**src/verilog/coherence_pkg.sv**
```systemverilog
// Shared constants and types for the two-CPU MESI snooping subsystem.
// Every RTL file refers to these by scoped names.
package coherence_pkg;

    localparam int N_CPUS = 2;
    localparam int N_LINES = 8;                    // Direct-mapped lines per CPU
    localparam int IDX_W = $clog2(N_LINES);
    localparam int TAG_W = 30 - IDX_W;
    localparam logic [31:0] NONCACHE_START = 32'hF000_0000;
    localparam int MEM_WORDS = 256;
    localparam int MEM_AW = $clog2(MEM_WORDS);     // Word address bits into memory

    typedef enum logic [1:0] {
        MODIFIED,
        EXCLUSIVE,
        SHARED,
        INVALID
    } mesi_t;

    // Cache address, seen as a raw word or split into its fields
    typedef union packed {
        logic [31:0] raw;
        struct packed {
            logic [TAG_W-1:0] tag;
            logic [IDX_W-1:0] index;
            logic [1:0]       offset;
        } fields;
    } cache_addr_u;

    typedef struct packed {
        logic        ren;
        logic        wen;
        cache_addr_u addr;
        logic [31:0] wdata;
    } cpu_req_t;

    typedef struct packed {
        logic        busy;
        logic [31:0] rdata;
    } cpu_rsp_t;

    typedef struct packed {
        logic        dren;
        logic        dwen;
        logic        ccwrite;   // Read for ownership or upgrade
        logic [31:0] daddr;
        logic [31:0] dstore;
    } bus_req_t;

    typedef struct packed {
        logic        dwait;
        logic [31:0] dload;
        logic        ccexclusive;
        logic        ccwait;
        logic        ccinv;
        logic [31:0] ccsnoopaddr;
    } bus_rsp_t;

    typedef struct packed {
        logic        ccsnoopdone;
        logic        ccsnoophit;
        logic        ccdirty;
        logic [31:0] snoopdata;
    } snoop_rsp_t;

    typedef struct packed {
        logic [15:0] to_e_transitions;
        logic [15:0] to_s_transitions;
        logic [15:0] shared_blocks;
        logic [15:0] invalidated_blocks;
    } coherence_stats_t;

endpackage

```
**src/verilog/snoop_bus_ctrl.sv**
```systemverilog
// Snoop bus controller. Grants one CPU at a time round-robin, snoops the
// other CPU on cached reads and ownership requests, then completes the
// transaction against the backing memory.
`timescale 1ns/100ps

module snoop_bus_ctrl (
    input  logic                      CLK,
    input  logic                      nRST,
    input  coherence_pkg::bus_req_t   bus_req [coherence_pkg::N_CPUS],
    input  coherence_pkg::snoop_rsp_t snoop_rsp [coherence_pkg::N_CPUS],
    input  logic [31:0]               mem_rdata,
    input  logic                      mem_valid,
    output coherence_pkg::bus_rsp_t   bus_rsp [coherence_pkg::N_CPUS],
    output logic                      mem_en,
    output logic                      mem_we,
    output logic [31:0]               mem_addr,
    output logic [31:0]               mem_wdata
);
    typedef enum logic [1:0] {ARB, SNOOP, MEM_REQ, MEM_WAIT} state_t;

    state_t state;
    logic gnt, prio, peer, next_gnt;
    logic hit_q, dirty_q;
    logic [31:0] snoop_data_q;
    logic [coherence_pkg::N_CPUS-1:0] pending;
    logic needs_snoop;
    coherence_pkg::bus_req_t req;

    always_comb begin
        for (int i = 0; i < coherence_pkg::N_CPUS; i++) begin
            pending[i] = bus_req[i].dren || bus_req[i].dwen;
        end
    end

    assign next_gnt = pending[prio] ? prio : ~prio;
    assign needs_snoop = bus_req[next_gnt].ccwrite || (bus_req[next_gnt].dren
                         && bus_req[next_gnt].daddr < coherence_pkg::NONCACHE_START);
    assign peer = ~gnt;
    assign req = bus_req[gnt];

    always_ff @(posedge CLK or negedge nRST) begin
        if (!nRST) begin
            state <= ARB;
            gnt <= 1'b0;
            prio <= 1'b0;
            hit_q <= 1'b0;
            dirty_q <= 1'b0;
        end else begin
            case (state)
                ARB: begin
                    hit_q <= 1'b0;
                    dirty_q <= 1'b0;
                    if (|pending) begin
                        gnt <= next_gnt;
                        state <= needs_snoop ? SNOOP : MEM_REQ;
                    end
                end
                SNOOP: begin
                    if (snoop_rsp[peer].ccsnoopdone) begin
                        hit_q <= snoop_rsp[peer].ccsnoophit;
                        dirty_q <= snoop_rsp[peer].ccdirty;
                        state <= MEM_REQ;
                    end
                end
                MEM_REQ: state <= MEM_WAIT;
                MEM_WAIT: begin
                    if (mem_valid) begin
                        prio <= ~gnt;   // Other CPU goes first next time
                        state <= ARB;
                    end
                end
                default: state <= ARB;
            endcase
        end
    end

    always_ff @(posedge CLK) begin
        if (state == SNOOP && snoop_rsp[peer].ccsnoopdone) begin
            snoop_data_q <= snoop_rsp[peer].snoopdata;
        end
    end

    // Dirty supplied data is written back while the requester is served
    assign mem_en = state == MEM_REQ;
    assign mem_we = req.dwen || (hit_q && dirty_q);
    assign mem_addr = req.daddr;
    assign mem_wdata = (hit_q && dirty_q) ? snoop_data_q : req.dstore;

    always_comb begin
        for (int i = 0; i < coherence_pkg::N_CPUS; i++) begin
            bus_rsp[i].dwait = !(state == MEM_WAIT && mem_valid && gnt == 1'(i));
            bus_rsp[i].dload = hit_q ? snoop_data_q : mem_rdata;
            bus_rsp[i].ccexclusive = !hit_q;
            bus_rsp[i].ccwait = state == SNOOP && peer == 1'(i);
            bus_rsp[i].ccinv = req.ccwrite;
            bus_rsp[i].ccsnoopaddr = req.daddr;
        end
    end

endmodule

```
**config.mk**
```make
export PLATFORM = sky130hd
export DESIGN_NAME = snoop_bus_ctrl
export DESIGN_NICKNAME = d
export VERILOG_FILES = /design/src/verilog/coherence_pkg.sv /design/src/verilog/snoop_bus_ctrl.sv
export SDC_FILE = /design/constraint.sdc
export NUM_CORES = 1
export LEC_CHECK = 0
export BUFFER_PORTS_ARGS = -buffer_cell sky130_fd_sc_hd__buf_2
export CORE_AREA = 2 2 173 175
export CTS_BUF_LIST = sky130_fd_sc_hd__clkbuf_4 sky130_fd_sc_hd__clkbuf_8 sky130_fd_sc_hd__clkbuf_16
export CTS_CLUSTER_DIAMETER = 60
export CTS_CLUSTER_SIZE = 20
export DETAILED_ROUTE_END_ITERATION = 8
export DIE_AREA = 0 0 175 177
export GPL_TIMING_DRIVEN = 0
export HOLD_SLACK_MARGIN = 0.1
export SLEW_MARGIN = 15
export SYNTH_ARGS = -nofsm -noshare
export SYNTH_HDL_FRONTEND = slang
export SYNTH_SLANG_ARGS = --single-unit
```
**constraint.sdc**
```tcl
create_clock -name CLK -period 7.9 [get_ports CLK]
set_input_delay 1.185 -clock CLK [delete_from_list [all_inputs] [get_ports CLK]]
set_output_delay 1.185 -clock CLK [all_outputs]
set_load 0.1 [all_outputs]
```
==> flow_results.xml <==
<?xml version="1.0" encoding="UTF-8"?>
<metrics>
  <group name="outcome">
    <metric name="run_status" unit="">finished clean</metric>
  </group>
  <group name="critical_path">
    <metric name="cp_data_arrival_time" unit="ps">3010</metric>
    <metric name="worstSetupStartpoint" unit="">hit_q</metric>
    <metric name="reg2reg_depth" unit="">4</metric>
    <metric name="worstSetupPathDepth" unit="">7</metric>
    <metric name="rr_endpoint" unit="">snoop_data_q[30]</metric>
    <metric name="cpLargestDelayFamily" unit="">buffers and inverters</metric>
    <metric name="worstSetupEndpoint" unit="">mem_wdata[11]</metric>
    <metric name="critPathMaxStageDelay" unit="ps">550</metric>
    <metric name="criticalPathCategory" unit="">flop to output pin</metric>
    <metric name="crit_path_max_fanout" unit="">10</metric>
    <metric name="crit_buf_inv" unit="">4</metric>
    <metric name="worstPathRequired" unit="ps">6710</metric>
    <metric name="series_of_cell_instances_along_the_critical_path" unit="">clkbuf_1 -&gt; and2_1 -&gt; buf_2 -&gt; clkbuf_1 -&gt; nand2_1 -&gt; o21ai_0 -&gt; buf_2</metric>
    <metric name="r2r_slack" unit="ps">5890</metric>
    <metric name="critPathLaunchType" unit="">flop</metric>
    <metric name="crit-reg2reg-launch" unit="">gnt</metric>
    <metric name="endpoint_kind" unit="">output pin</metric>
    <metric name="cp_slowest_cell" unit="">clkbuf_1</metric>
  </group>
  <group name="floorplanning">
    <metric name="num_rows" unit="">63</metric>
    <metric name="core-area" unit="um2">29240</metric>
    <metric name="die_height" unit="um">177</metric>
    <metric name="fp.dieArea" unit="um2">30980</metric>
    <metric name="ios" unit="">441</metric>
    <metric name="die_w" unit="um">175</metric>
    <metric name="initial_core_utilization" unit="%">13.63</metric>
  </group>
  <group name="route">
    <metric name="drtIter0Drc" unit="">102</metric>
    <metric name="detail_route.vias_per_cell" unit="">3.698</metric>
    <metric name="final_routed_drc_violation_total" unit="">0</metric>
    <metric name="detail_route.first_pass.iterations" unit="">4</metric>
    <metric name="dr_total_vias" unit="">4578</metric>
    <metric name="drtAntennaViolNets" unit="">0</metric>
    <metric name="route.detailed.wl_per_inst" unit="um">15.32</metric>
    <metric name="postRouteWirelength" unit="mm">18.97</metric>
  </group>
  <group name="timing">
    <metric name="final.setup.tns" unit="ps">0</metric>
    <metric name="max_freq" unit="MHz">238.1</metric>
    <metric name="max_slew_margin" unit="%">50.83</metric>
    <metric name="layout_worst_path_cycle_share" unit="%">53.16</metric>
    <metric name="fin_skew" unit="ps">8.095</metric>
    <metric name="timing.final.crit_period" unit="ps">4200</metric>
    <metric name="slew_viol_final" unit="">0</metric>
    <metric name="timing.final.hold_violations" unit="">0</metric>
    <metric name="rsz0062_at_grt" unit="">false</metric>
    <metric name="worst_slew_pin_slew" unit="ps">737.6</metric>
    <metric name="report.final.setup_viol" unit="">0</metric>
  </group>
  <group name="cts">
    <metric name="clk_pin_slew_worst_paths" unit="ps">70</metric>
    <metric name="clock_insertion_delay_worst_skew" unit="ps">290</metric>
    <metric name="cts.path.max_buffers" unit="">2</metric>
    <metric name="post_cts.repair.setup_buffers" unit="">0</metric>
    <metric name="tritoncts_num_sinks" unit="">38</metric>
    <metric name="cts_resized" unit="">0</metric>
    <metric name="tritoncts_clock_tree" unit="">yes</metric>
    <metric name="post_cts_hold_buffer_count" unit="">0</metric>
    <metric name="cts_max_level" unit="">2</metric>
    <metric name="tritoncts_buffers" unit="">5</metric>
    <metric name="clock_tree.root_cell" unit="">clkbuf_16</metric>
  </group>
  <group name="logic_synthesis">
    <metric name="yosys.area.top_type" unit="">mux2_2</metric>
    <metric name="net_count_after_synthesis" unit="">643</metric>
    <metric name="simple_gate_share_of_the_synthesized_area" unit="%">5.775</metric>
    <metric name="register_bit_total_from_synthesis" unit="">38</metric>
    <metric name="ys_async_sr_fraction" unit="%">15.79</metric>
    <metric name="yosysTopAreaCellShare" unit="%">27.68</metric>
    <metric name="syn-cell-area" unit="um2">3986</metric>
    <metric name="post_synth_mux_area_share" unit="%">36.22</metric>
    <metric name="synth_top_family_by_area" unit="">multiplexers</metric>
    <metric name="netlist_top_cells_area" unit="">mux2_2, edfxtp_1, buf_4</metric>
    <metric name="compound_gate_fraction_of_synth_area" unit="%">6.811</metric>
    <metric name="synth_area_per_cell" unit="um2">9.991</metric>
    <metric name="yosys_warnings" unit="">0</metric>
    <metric name="synth_sequential_area_ratio" unit="%">27.87</metric>
    <metric name="synth_enable_flop_cells" unit="">32</metric>
    <metric name="synthDistinctLibCells" unit="">29</metric>
    <metric name="synth_fa_ha_area_share" unit="%">1.569</metric>
    <metric name="netlist_instances" unit="">399</metric>
    <metric name="post_synth_most_frequent_cells" unit="">buf_4, mux2_2, nand2_1</metric>
    <metric name="yosys.area_share.xor_xnor" unit="%">0</metric>
    <metric name="dominantRegCellSynth" unit="">edfxtp_1</metric>
  </group>
  <group name="layout">
    <metric name="layout-area-overhead-vs-synth" unit="%">71.97</metric>
    <metric name="nets" unit="">1091</metric>
    <metric name="insertedDiodeCount" unit="">0</metric>
    <metric name="drive_gt1_share" unit="%">78.89</metric>
    <metric name="fill_cells" unit="">3237</metric>
  </group>
  <group name="global_routing">
    <metric name="largest_net_degree_at_the_start_of_global_routing" unit="">27</metric>
    <metric name="grt_antenna_before_repair" unit="">0</metric>
    <metric name="grt_pass1_wl" unit="mm">26.14</metric>
    <metric name="vias_in_the_first_global_route" unit="">4427</metric>
    <metric name="grt_overflow" unit="">0</metric>
    <metric name="globalRouteTotalUtil" unit="%">11.36</metric>
  </group>
  <group name="placed_design">
    <metric name="gpl.final_weighted_congestion" unit="">0.8433</metric>
    <metric name="io_buffers" unit="">440</metric>
    <metric name="dp_hpwl" unit="mm">16.24</metric>
  </group>
  <group name="flow_run">
    <metric name="drv.max_cap_violation_count" unit="">0</metric>
  </group>
  <group name="worst_hold_path">
    <metric name="hold_path.class" unit="">flop to flop</metric>
  </group>
</metrics>
-- sequential cells by signal (all words and copies together) (netlist names) --
name and flops:
dirty_q 1, gnt 1, hit_q 1, prio 1
snoop_data_q 32, state 2
-- stage by stage --
stage,instances,setup slack [ps],utilization [%],hold slack [ps],area (um2)
3_3_place_gp,1229,3442,22.83,489.8,6676
5_1_grt,1238,3440,23.44,561.5,6855
3_5_place_dp,1230,3845,22.92,493.0,6704
4_1_cts,1238,3501,23.44,513.0,6855
2_1_floorplan,399,2768,-,460.7,3986
6_report,1238,3700,23.44,513.4,6855
-- kinds of logic (layout without fill, tap and decap cells) --
logic type,count (synthesis),after routing
multiplexers,132,132
AO/OA/AOI/OAI,46,46
adder cells (fa/ha/maj),5,5
AND/OR/NAND/NOR,51,51
buffers and inverters,127,576
flip-flops,38,38
-- how the worst min path moves through the flow --
stage                     cells after the start  start  slack [ps]  endpoint
after floorplan                               2   prio         460      prio
after global placement                        2   prio         490      prio
after detailed placement                      2   prio         490      prio
after CTS                                     2   prio         510      prio
after global routing                          2   prio         560      prio
final                                         2   prio         510      prio
-- cell type report --
cell class,count,area [um2],area share [%]
Timing Repair Buffer,441,2222,32.41
Multi-Input combinational cell,234,2016,29.40
Tap cell,390,488.0,7.118
Inverter,6,22.52,0.3285
Clock inverter,2,12.51,0.1825
Sequential cell,38,1111,16.21
Buffer,121,844.6,12.32
Clock buffer,6,138.9,2.026
-- routing by layer --
| layer | vias to the layer above | routed length [um] | part of all wire (%) | track usage (%) |
|---|---|---|---|---|
| li1 | 2211 | - | - | - |
| met1 | 2120 | 7779 | 41 | 14.12 |
| met2 | 237 | 9650 | 51 | 20.29 |
| met3 | 10 | 1316 | 6.9 | 1.933 |
| met4 | 0 | 225 | 1.2 | 2.882 |
| met5 | - | 0 | 0 | 0 |
-- placed cells by master, fill, tap and decap left out, drive strengths merged, types with 2 or more instances in the layout --
cell type,netlist,final
and2,2,2
buf,116,557
clkbuf,5,11
dfrtp,6,6
edfxtp,32,32
ha,5,5
inv,6,6
mux2,98,98
mux2i,34,34
nand2,38,38
nor2b,4,4
o21ai,37,37
-- worst register-to-register path: stages, from the launching register on --
cell     delay (ps)
dfrtp_1         320
buf_2           200
buf_2           320
buf_2           510
mux2_2          410
Power is left out: the tool's default activity adds up to more than one toggle a clock period on the data nets, which glitch-free logic cannot reach.
