$ cat src/verilog/coherence_pkg.sv
// Shared constants and types for the two-CPU MESI snooping subsystem.
// Every RTL file refers to these by scoped names.
package coherence_pkg;

    localparam int N_CPUS = 2;
    localparam int N_LINES = 8;                    // Direct-mapped lines per CPU
    localparam int IDX_W = $clog2(N_LINES);
    localparam int TAG_W = 30 - IDX_W;
    localparam logic [31:0] NONCACHE_START = 32'hF000_0000;
    localparam int MEM_WORDS = 256;
    localparam int MEM_AW = $clog2(MEM_WORDS);     // Word address bits into memory

    typedef enum logic [1:0] {
        MODIFIED,
        EXCLUSIVE,
        SHARED,
        INVALID
    } mesi_t;

    // Cache address, seen as a raw word or split into its fields
    typedef union packed {
        logic [31:0] raw;
        struct packed {
            logic [TAG_W-1:0] tag;
            logic [IDX_W-1:0] index;
            logic [1:0]       offset;
        } fields;
    } cache_addr_u;

    typedef struct packed {
        logic        ren;
        logic        wen;
        cache_addr_u addr;
        logic [31:0] wdata;
    } cpu_req_t;

    typedef struct packed {
        logic        busy;
        logic [31:0] rdata;
    } cpu_rsp_t;

    typedef struct packed {
        logic        dren;
        logic        dwen;
        logic        ccwrite;   // Read for ownership or upgrade
        logic [31:0] daddr;
        logic [31:0] dstore;
    } bus_req_t;

    typedef struct packed {
        logic        dwait;
        logic [31:0] dload;
        logic        ccexclusive;
        logic        ccwait;
        logic        ccinv;
        logic [31:0] ccsnoopaddr;
    } bus_rsp_t;

    typedef struct packed {
        logic        ccsnoopdone;
        logic        ccsnoophit;
        logic        ccdirty;
        logic [31:0] snoopdata;
    } snoop_rsp_t;

    typedef struct packed {
        logic [15:0] to_e_transitions;
        logic [15:0] to_s_transitions;
        logic [15:0] shared_blocks;
        logic [15:0] invalidated_blocks;
    } coherence_stats_t;

endpackage

$ cat src/verilog/coherency_unit.sv
// Per-CPU MESI controller. Turns cache misses, upgrades, dirty evictions
// and uncached accesses into bus transactions, answers snoops from the
// other CPU and keeps the coherence statistics counters.
`timescale 1ns/100ps

module coherency_unit (
    input  logic                           CLK,
    input  logic                           nRST,
    input  coherence_pkg::cpu_req_t        cpu_req,
    input  logic                           miss_req,
    input  logic                           miss_write,
    input  logic                           victim_dirty,
    input  logic [31:0]                    victim_addr,
    input  logic [31:0]                    victim_data,
    input  logic                           snoop_hit,
    input  coherence_pkg::mesi_t           snoop_state,
    input  logic [31:0]                    snoop_data,
    input  coherence_pkg::bus_rsp_t        bus_rsp,
    output logic                           fill_done,
    output coherence_pkg::mesi_t           fill_state,
    output logic [31:0]                    fill_data,
    output coherence_pkg::cache_addr_u     snoop_addr,
    output coherence_pkg::mesi_t           snoop_set_state,
    output logic                           snoop_update,
    output coherence_pkg::bus_req_t        bus_req,
    output coherence_pkg::snoop_rsp_t      snoop_rsp,
    output coherence_pkg::coherence_stats_t coherence_statistics
);
    typedef enum logic [2:0] {
        IDLE, WRITE_REQ, READ_REQ, RESP_CHKTAG, RESP_SEND, RESP_FAIL, WRITEBACK
    } state_t;

    state_t state, next_state;
    coherence_pkg::coherence_stats_t next_stats;
    logic pass_through;
    logic wb_done;   // Victim already written back for the pending miss

    assign pass_through = cpu_req.addr.raw >= coherence_pkg::NONCACHE_START
                          && (cpu_req.ren || cpu_req.wen);
    assign snoop_addr.raw = bus_rsp.ccsnoopaddr;

    always_ff @(posedge CLK or negedge nRST) begin
        if (!nRST) begin
            state <= IDLE;
            wb_done <= 1'b0;
            coherence_statistics <= '0;
        end else begin
            state <= next_state;
            coherence_statistics <= next_stats;
            if (fill_done) begin
                wb_done <= 1'b0;
            end else if (state == WRITEBACK && !bus_rsp.dwait && !pass_through) begin
                wb_done <= 1'b1;
            end
        end
    end

    always_comb begin
        next_state = state;
        case (state)
            IDLE: begin
                if (bus_rsp.ccwait) begin
                    next_state = RESP_CHKTAG;   // Snoops come first
                end else if (miss_req && (pass_through || (victim_dirty && !wb_done))) begin
                    next_state = WRITEBACK;
                end else if (miss_req) begin
                    next_state = miss_write ? WRITE_REQ : READ_REQ;
                end
            end
            WRITE_REQ, READ_REQ, WRITEBACK: begin
                if (bus_rsp.ccwait) begin
                    next_state = RESP_CHKTAG;
                end else if (!bus_rsp.dwait) begin
                    next_state = IDLE;
                end
            end
            RESP_CHKTAG: next_state = snoop_hit ? RESP_SEND : RESP_FAIL;
            RESP_SEND, RESP_FAIL: begin
                if (!bus_rsp.ccwait) begin
                    next_state = IDLE;
                end
            end
            default: next_state = IDLE;
        endcase
    end

    always_comb begin
        next_stats = coherence_statistics;
        fill_done = 1'b0;
        fill_state = coherence_pkg::INVALID;
        fill_data = bus_rsp.dload;
        snoop_set_state = bus_rsp.ccinv ? coherence_pkg::INVALID : coherence_pkg::SHARED;
        snoop_update = 1'b0;
        bus_req = '0;
        bus_req.daddr = cpu_req.addr.raw;
        bus_req.dstore = cpu_req.wdata;
        snoop_rsp = '0;
        case (state)
            RESP_CHKTAG: snoop_rsp.ccsnoopdone = !snoop_hit;   // Misses answer at once
            RESP_SEND: begin
                snoop_rsp.ccsnoopdone = 1'b1;
                snoop_rsp.ccsnoophit = 1'b1;
                snoop_rsp.ccdirty = snoop_state == coherence_pkg::MODIFIED;
                snoop_rsp.snoopdata = snoop_data;
                if (!bus_rsp.ccwait) begin
                    snoop_update = 1'b1;
                    if (bus_rsp.ccinv) begin
                        next_stats.invalidated_blocks = coherence_statistics.invalidated_blocks
                                                        + 16'd1;
                    end else if (snoop_state != coherence_pkg::SHARED) begin
                        next_stats.shared_blocks = coherence_statistics.shared_blocks + 16'd1;
                    end
                end
            end
            RESP_FAIL: snoop_rsp.ccsnoopdone = 1'b1;
            READ_REQ: begin
                bus_req.dren = 1'b1;
                fill_done = !bus_rsp.dwait;
                fill_state = bus_rsp.ccexclusive ? coherence_pkg::EXCLUSIVE
                                                 : coherence_pkg::SHARED;
                if (!bus_rsp.dwait && bus_rsp.ccexclusive) begin
                    next_stats.to_e_transitions = coherence_statistics.to_e_transitions + 16'd1;
                end else if (!bus_rsp.dwait) begin
                    next_stats.to_s_transitions = coherence_statistics.to_s_transitions + 16'd1;
                end
            end
            WRITE_REQ: begin
                bus_req.dren = 1'b1;
                bus_req.ccwrite = 1'b1;
                fill_done = !bus_rsp.dwait;
                fill_state = coherence_pkg::MODIFIED;
            end
            WRITEBACK: begin
                if (pass_through) begin
                    bus_req.dren = cpu_req.ren;
                    bus_req.dwen = cpu_req.wen;
                    fill_done = !bus_rsp.dwait;   // Line store skips the install
                end else begin
                    bus_req.dwen = 1'b1;
                    bus_req.daddr = victim_addr;
                    bus_req.dstore = victim_data;
                end
            end
            default: begin
            end
        endcase
    end

endmodule

$ cat config.mk
export PLATFORM = sky130hd
export DESIGN_NAME = coherency_unit
export DESIGN_NICKNAME = d
export VERILOG_FILES = /design/src/verilog/coherence_pkg.sv /design/src/verilog/coherency_unit.sv
export SDC_FILE = /design/constraint.sdc
export NUM_CORES = 1
export LEC_CHECK = 0
export BUFFER_PORTS_ARGS = -buffer_cell sky130_fd_sc_hd__buf_2
export CELL_PAD_IN_SITES_DETAIL_PLACEMENT = 1
export CELL_PAD_IN_SITES_GLOBAL_PLACEMENT = 2
export CORE_AREA = 2 2 182 184
export CTS_CLUSTER_SIZE = 20
export DETAILED_ROUTE_END_ITERATION = 16
export DIE_AREA = 0 0 184 186
export PLACE_DENSITY = 0.74
export SLEW_MARGIN = 20
export SYNTH_ARGS = -nofsm -noshare
export SYNTH_HDL_FRONTEND = slang
export SYNTH_SLANG_ARGS = --single-unit
export TNS_END_PERCENT = 10
$ cat constraint.sdc
create_clock -name CLK -period 1.9 [get_ports CLK]
set_input_delay 0.285 -clock CLK [delete_from_list [all_inputs] [get_ports CLK]]
set_output_delay 0.285 -clock CLK [all_outputs]
set_load 0.01 [all_outputs]
==> impl_metrics.yaml, run 1 <==
synthesis:
  ys_types: 40
  synth_nets: 719
  synth_cells: 477
  synth-warning-count: 0
  post_synth_instance_area_um2: 4810
  asyncSetResetFlopFracSynth: 1.00
  synth_seq_area_share: 0.354
  post_synth.cell_area_avg_um2: 10.1
  yosys_most_used_dff: "dfrtp_1"
  ys_seq_elements: 68
  synth-edff-count: 0
worst_setup_path:
  worstPathMaxFanout: 6
  cp.required_ps: 1620
  kind_of_end_point_of_the_critical_path: "output port"
  critPathMaxStageDelay_ps: 410
  cell_family_with_the_largest_share_of_critical_path_delay: "buffers and inverters"
  crit_path_cell_trace: "nor2b_4 -> and2_4 -> o21ai_4 -> buf_12 -> clkbuf_16 -> mux2_4 -> buf_6"
  worst_path_max_delay_cell: "dfrtp_1"
  worst_setup_path_start_kind: "flip-flop"
  setup.worst_path.class: "reg2out"
  worstReg2RegEnd: "coherence_statistics[23]"
  critical_path_buf_inv_count: 3
  worst-endpoint-arrival_ps: 1890
  r2r_setup_slack_ps: -130
  critical_path.reg2reg.startpoint: "state[0]"
  worstRegToRegCells: 6
sta:
  final_max_slew_violation_count: 0
  number_of_hold_violations_in_the_final_report: 0
  finalWorstSetupSlack_ps: -277
  worstMarginPinSlew_ps: 671
  achievable_clock_frequency_mhz: 459
  slew_headroom: 0.552
  final-setup-viol-count: 109
  worst_hold_slack_ps: 253
  timing.final.crit_period_ps: 2180
  unrepaired_setup_endpoints_after_global_routing: "true"
  finClkSkew_ps: 8.76
  post-route-period-util: 1.15
place:
  placement.setup.worst_slack_ps: -152
  globalplace.congestion: 0.780
  placed_cells: 1188
  dp.final_hpwl_um: 19100
  numPortBuffers: 344
clock_network:
  cts_tree: "yes"
  cts.reportedPaths.clkPinSlew_ps: 60
  clock_latency_ps: 330
  cts-buffers-inserted: 9
  max-clock-path-buffers: 2
  cts_root_buf: "clkbuf_16"
  cts_max_level: 3
  count_of_clock_tree_sinks: 68
pwr:
  power.ir.vdd_worst_mv: 0.347
  power.leakage_uw: 0.00437
  power_density_nw_per_um2: 905
detailed_routing:
  number_of_violations_reported_at_the_end_of_detailed_routing_iteration_0: 149
  route.vias.total: 4804
  ant_nets: 0
  detail_route.drc_violations: 0
  drt-total-wl_um: 23400
  drtPass1Iterations: 4
  detail_route.vias_per_cell: 3.94
  wl_per_cell_um: 19.2
die:
  placement_rows: 66
  initial_core_util: 0.149
  die_area_um2: 34200
  floorplan.io_pins: 474
  core_area_um2: 32200
  fp.dieW_um: 184
  chipHeight_um: 186
global_routing:
  grt_first_pass_wirelength_um: 31900
  largest_net_degree_at_the_start_of_global_routing: 69
  grt_overflow: 0
  initial_antenna_violation_count: 11
  grt_pass1_vias: 4816
  grtUsageTotal: 0.128
layout:
  synthToLayoutAreaGrowth_pct: 68.1
  layout.core_utilization: 0.251
  final_layout_size_suffix_gt1_frac: 0.625
  num-fill-cells: 3819
  nets: 1045
  post_layout_nonfiller_instances: 1220
outcome:
  outcome: "finished with violations"
  failed_checks: "setup timing"
run:
  timing.max_cap.violations: 0
min_path:
  hold_path_class: "in2reg"
  hold_path_depth: 3
  worstHoldStart: "miss_req"
  min_delay_worst_endpoint: "state[2]"
cells in the final DEF, fill, tap and decap left out, types with 6 or more instances in the layout:
master	n
xor2_1	19
nand3_1	25
mux2_2	11
nand4_1	17
and4_1	6
nor2_1	18
clkbuf_16	11
nand2_1	17
xnor2_1	40
buf_2	284
buf_12	6
and2_1	37
buf_4	33
mux2_4	54
buf_6	67
dfrtp_1	68
a21oi_1	9
tightest hold or removal path, stage by stage:
cell     delay, ps
buf_2          120
nand3_1         70
a32oi_1         50
timing repair:
item,CTS,global route
endpoints found under the setup margin,114,143
resized for setup,103,56
pin swaps,7,4
cloned,4,2
endpoints found under the hold margin,30,0
buffers inserted,6,0
hold buffers,1,0
layout make-up:
class | instances | area [um2] | area share
clock buffer | 11 | 243 | 0.0300
tap | 408 | 510 | 0.0632
timing repair buffer | 398 | 2720 | 0.336
inverter | 5 | 18.8 | 0.00232
multi-input combinational | 321 | 2820 | 0.349
sequential | 68 | 1700 | 0.211
clock inverter | 5 | 61.3 | 0.00759
antenna | 4 | 10.0 | 0.00124
per-stage QoR:
stage | area, um2 | power, uW | TNS, ps
finish | 8080 | 7310 | -20620
global route | 8070 | 7760 | -31460
CTS | 7800 | 7200 | -22890
detailed placement | 6840 | 4700 | -1420
global placement | 6840 | 4650 | -377
floorplan | 4810 | 3400 | -2220
report_power, final:
part	internal, uW	switching, uW
clock network	1060	675
logic	2090	1700
registers	1600	185
total	4750	2560
state kept, by name (all words and copies together), names as in the netlist:
| name | count |
|---|---|
| wb_done | 1 |
| coherence_statistics | 64 |
| state | 3 |
Yosys cell counts, drive strengths merged (5+ instances only):
| library cell | count | area share |
|---|---|---|
| a21oi | 9 | 0.0094 |
| and2 | 38 | 0.049 |
| and3 | 6 | 0.0078 |
| and4 | 6 | 0.011 |
| buf | 76 | 0.12 |
| clkbuf | 7 | 0.0055 |
| dfrtp | 68 | 0.35 |
| inv | 5 | 0.0039 |
| mux2 | 65 | 0.15 |
| nand2 | 18 | 0.014 |
| nand2b | 6 | 0.0078 |
| nand3 | 25 | 0.026 |
| nand4 | 17 | 0.022 |
| nor2 | 23 | 0.018 |
| nor3 | 6 | 0.0096 |
| nor4 | 6 | 0.023 |
| o21ai | 5 | 0.0052 |
| xnor2 | 41 | 0.075 |
| xor2 | 19 | 0.035 |
per-layer routing:
| layer | part of all wire | GRT usage |
|---|---|---|
| met1 | 0.37 | 0.138 |
| met2 | 0.53 | 0.236 |
| met3 | 0.079 | 0.0413 |
| met4 | 0.027 | 0.0403 |
| met5 | 0 | 0 |
logic make-up after synthesis:
kind of cell / Yosys count / synth area share
adder cells (fa/ha/maj): 4 / 0.0104
other: 1 / 0.000780
AND/OR/NAND/NOR: 165 / 0.213
buffers and inverters: 88 / 0.125
multiplexers: 65 / 0.152
AO/OA/AOI/OAI: 26 / 0.0346
XOR/XNOR: 60 / 0.109
flip-flops: 68 / 0.354
how the worst max path moves through the flow:
stage                                           to  cells past startpoint  startpoint  slack, ps
final                                  bus_req[25]                      7    state[0]       -280
after global routing                   bus_req[42]                      7    state[1]       -350
after CTS                              bus_req[17]                      8    state[1]       -340
after detailed placement  coherence_statistics[23]                      5    state[1]       -150
after global placement    coherence_statistics[31]                      5    state[0]        -90
after floorplan                         bus_req[0]                      6    state[1]        -40
Power figures use the tool's default switching activity.
==> run 2, diff against run 1 <==
RECOVER_POWER = 50   (was unset)
==> run 2 against run 1 <==
  * Hold slack barely moved
  * Core utilization barely moved
  * Final area fell by 0.15%
  * Wire length barely moved
  * Clock power barely moved
  * The flow still finishes with violations (setup timing)
  * Die area did not move
==> impl_metrics.yaml, run 2 (synthesized netlist as in run 1, its figures left out) <==
outcome:
  outcome: "finished with violations"
  failed_checks: "setup timing"
sta:
  number_of_hold_violations_in_the_final_report: 0
  timing.final.crit_period_ps: 2180
  finClkSkew_ps: 8.76
  worstMarginPinSlew_ps: 991
  slew_headroom: 0.339
  unrepaired_setup_endpoints_after_global_routing: "true"
  final_max_slew_violation_count: 0
  post-route-period-util: 1.15
  achievable_clock_frequency_mhz: 459
  finalWorstSetupSlack_ps: -277
  final-setup-viol-count: 109
global_routing:
  grt_overflow: 0
  initial_antenna_violation_count: 11
  grt_first_pass_wirelength_um: 31900
  grtUsageTotal: 0.128
  grt_pass1_vias: 4816
  largest_net_degree_at_the_start_of_global_routing: 69
clock_network:
  cts-buffers-inserted: 9
  cts_root_buf: "clkbuf_16"
  cts_tree: "yes"
  count_of_clock_tree_sinks: 68
  clock_latency_ps: 330
  max-clock-path-buffers: 2
  cts.reportedPaths.clkPinSlew_ps: 60
  cts_max_level: 3
worst_setup_path:
  kind_of_end_point_of_the_critical_path: "output port"
  critical_path_buf_inv_count: 3
  setup.worst_path.class: "reg2out"
  critPathMaxStageDelay_ps: 410
  cell_family_with_the_largest_share_of_critical_path_delay: "buffers and inverters"
  worst_setup_path_start_kind: "flip-flop"
  worst-endpoint-arrival_ps: 1890
  cp.required_ps: 1620
  crit_path_cell_trace: "nor2b_4 -> and2_4 -> o21ai_4 -> buf_12 -> clkbuf_16 -> mux2_4 -> buf_6"
  r2r_setup_slack_ps: -130
  worstPathMaxFanout: 6
  worst_path_max_delay_cell: "dfrtp_1"
min_path:
  hold_path_class: "in2reg"
place:
  placement.setup.worst_slack_ps: -152
  placed_cells: 1188
  dp.final_hpwl_um: 19100
  globalplace.congestion: 0.780
  numPortBuffers: 344
  dpl_cell_area_um2: 6840
layout:
  mostFrequentLayoutCells: "buf_2 (284), dfrtp_1 (68), buf_6 (67)"
  registers_with_the_most_flip_flops: "coherence_statistics (64), state (3), wb_done (1)"
  layout.core_utilization: 0.251
  synthToLayoutAreaGrowth_pct: 67.9
  layout.cells.most_common: "buf_2"
  post_layout_nonfiller_instances: 1220
  nets: 1045
  finalInstanceArea_um2: 8070
  max_flop_register: "coherence_statistics"
  final_layout_size_suffix_gt1_frac: 0.625
  largest_register_ffs: 64
detailed_routing:
  drt-total-wl_um: 23400
  route.vias.total: 4804
  detail_route.drc_violations: 0
  wl_per_cell_um: 19.2
  drtPass1Iterations: 4
  detail_route.vias_per_cell: 3.94
  ant_nets: 0
  number_of_violations_reported_at_the_end_of_detailed_routing_iteration_0: 149
die:
  floorplan.io_pins: 474
  placement_rows: 66
  die_area_um2: 34200
  chipHeight_um: 186
  core_area_um2: 32200
  fp.dieW_um: 184
  initial_core_util: 0.149
run:
  timing.max_cap.violations: 0
pwr:
  power_density_nw_per_um2: 906
  finalPower_uw: 7310
  power.leakage_uw: 0.00436
  power.ir.vdd_worst_mv: 0.347
## run 2: per-stage QoR
stage / TNS, ps / hold slack [ps]
2_1_floorplan: -2220 / -10.6
3_3_place_gp: -377 / 347
3_5_place_dp: -1420 / 349
4_1_cts: -22890 / 247
5_1_grt: -31460 / 251
6_report: -20620 / 253
## run 2: final cells by class
class,instances,area (um2)
Fill cell,3821,24100
Clock buffer,11,243
Antenna cell,4,10.0
Clock inverter,5,61.3
Inverter,5,18.8
Multi-Input combinational cell,321,2820
Tap cell,408,510
Timing Repair Buffer,398,2700
Sequential cell,68,1700
## run 2: worst min-delay path: stages
cell     delay, ps
buf_2          120
nand3_1         70
a32oi_1         50
## run 2: timing repair
item / 4_1_cts / 5_1_grt
buffers inserted: 6 / 0
pin swaps: 7 / 4
cloned: 4 / 2
hold endpoints to repair: 30 / 0
hold buffers: 1 / 0
gates resized for setup: 103 / 56
setup endpoints to repair: 114 / 143
## run 2: final timing paths
path / from / to / cells after the start
min in group asynchronous: nRST / coherence_statistics[20] / 3
max: state[0] / bus_req[25] / 7
min: miss_req / state[2] / 3
min reg2reg: coherence_statistics[15] / coherence_statistics[15] / 1
max reg2reg: state[0] / coherence_statistics[23] / 6
max in group asynchronous: nRST / coherence_statistics[60] / 3
## run 2: power breakdown
| part | switching [uW] | internal, uW |
|---|---|---|
| combinational | 1700 | 2090 |
| clock | 675 | 1060 |
| sequential | 185 | 1600 |
| total | 2560 | 4740 |
## run 2: routing by layer
| layer | share of wire | vias to the layer above | track usage |
|---|---|---|---|
| li1 | - | 2234 | - |
| met1 | 0.37 | 2296 | 0.138 |
| met2 | 0.53 | 242 | 0.236 |
| met3 | 0.079 | 32 | 0.0413 |
| met4 | 0.027 | 0 | 0.0403 |
| met5 | 0 | - | 0 |
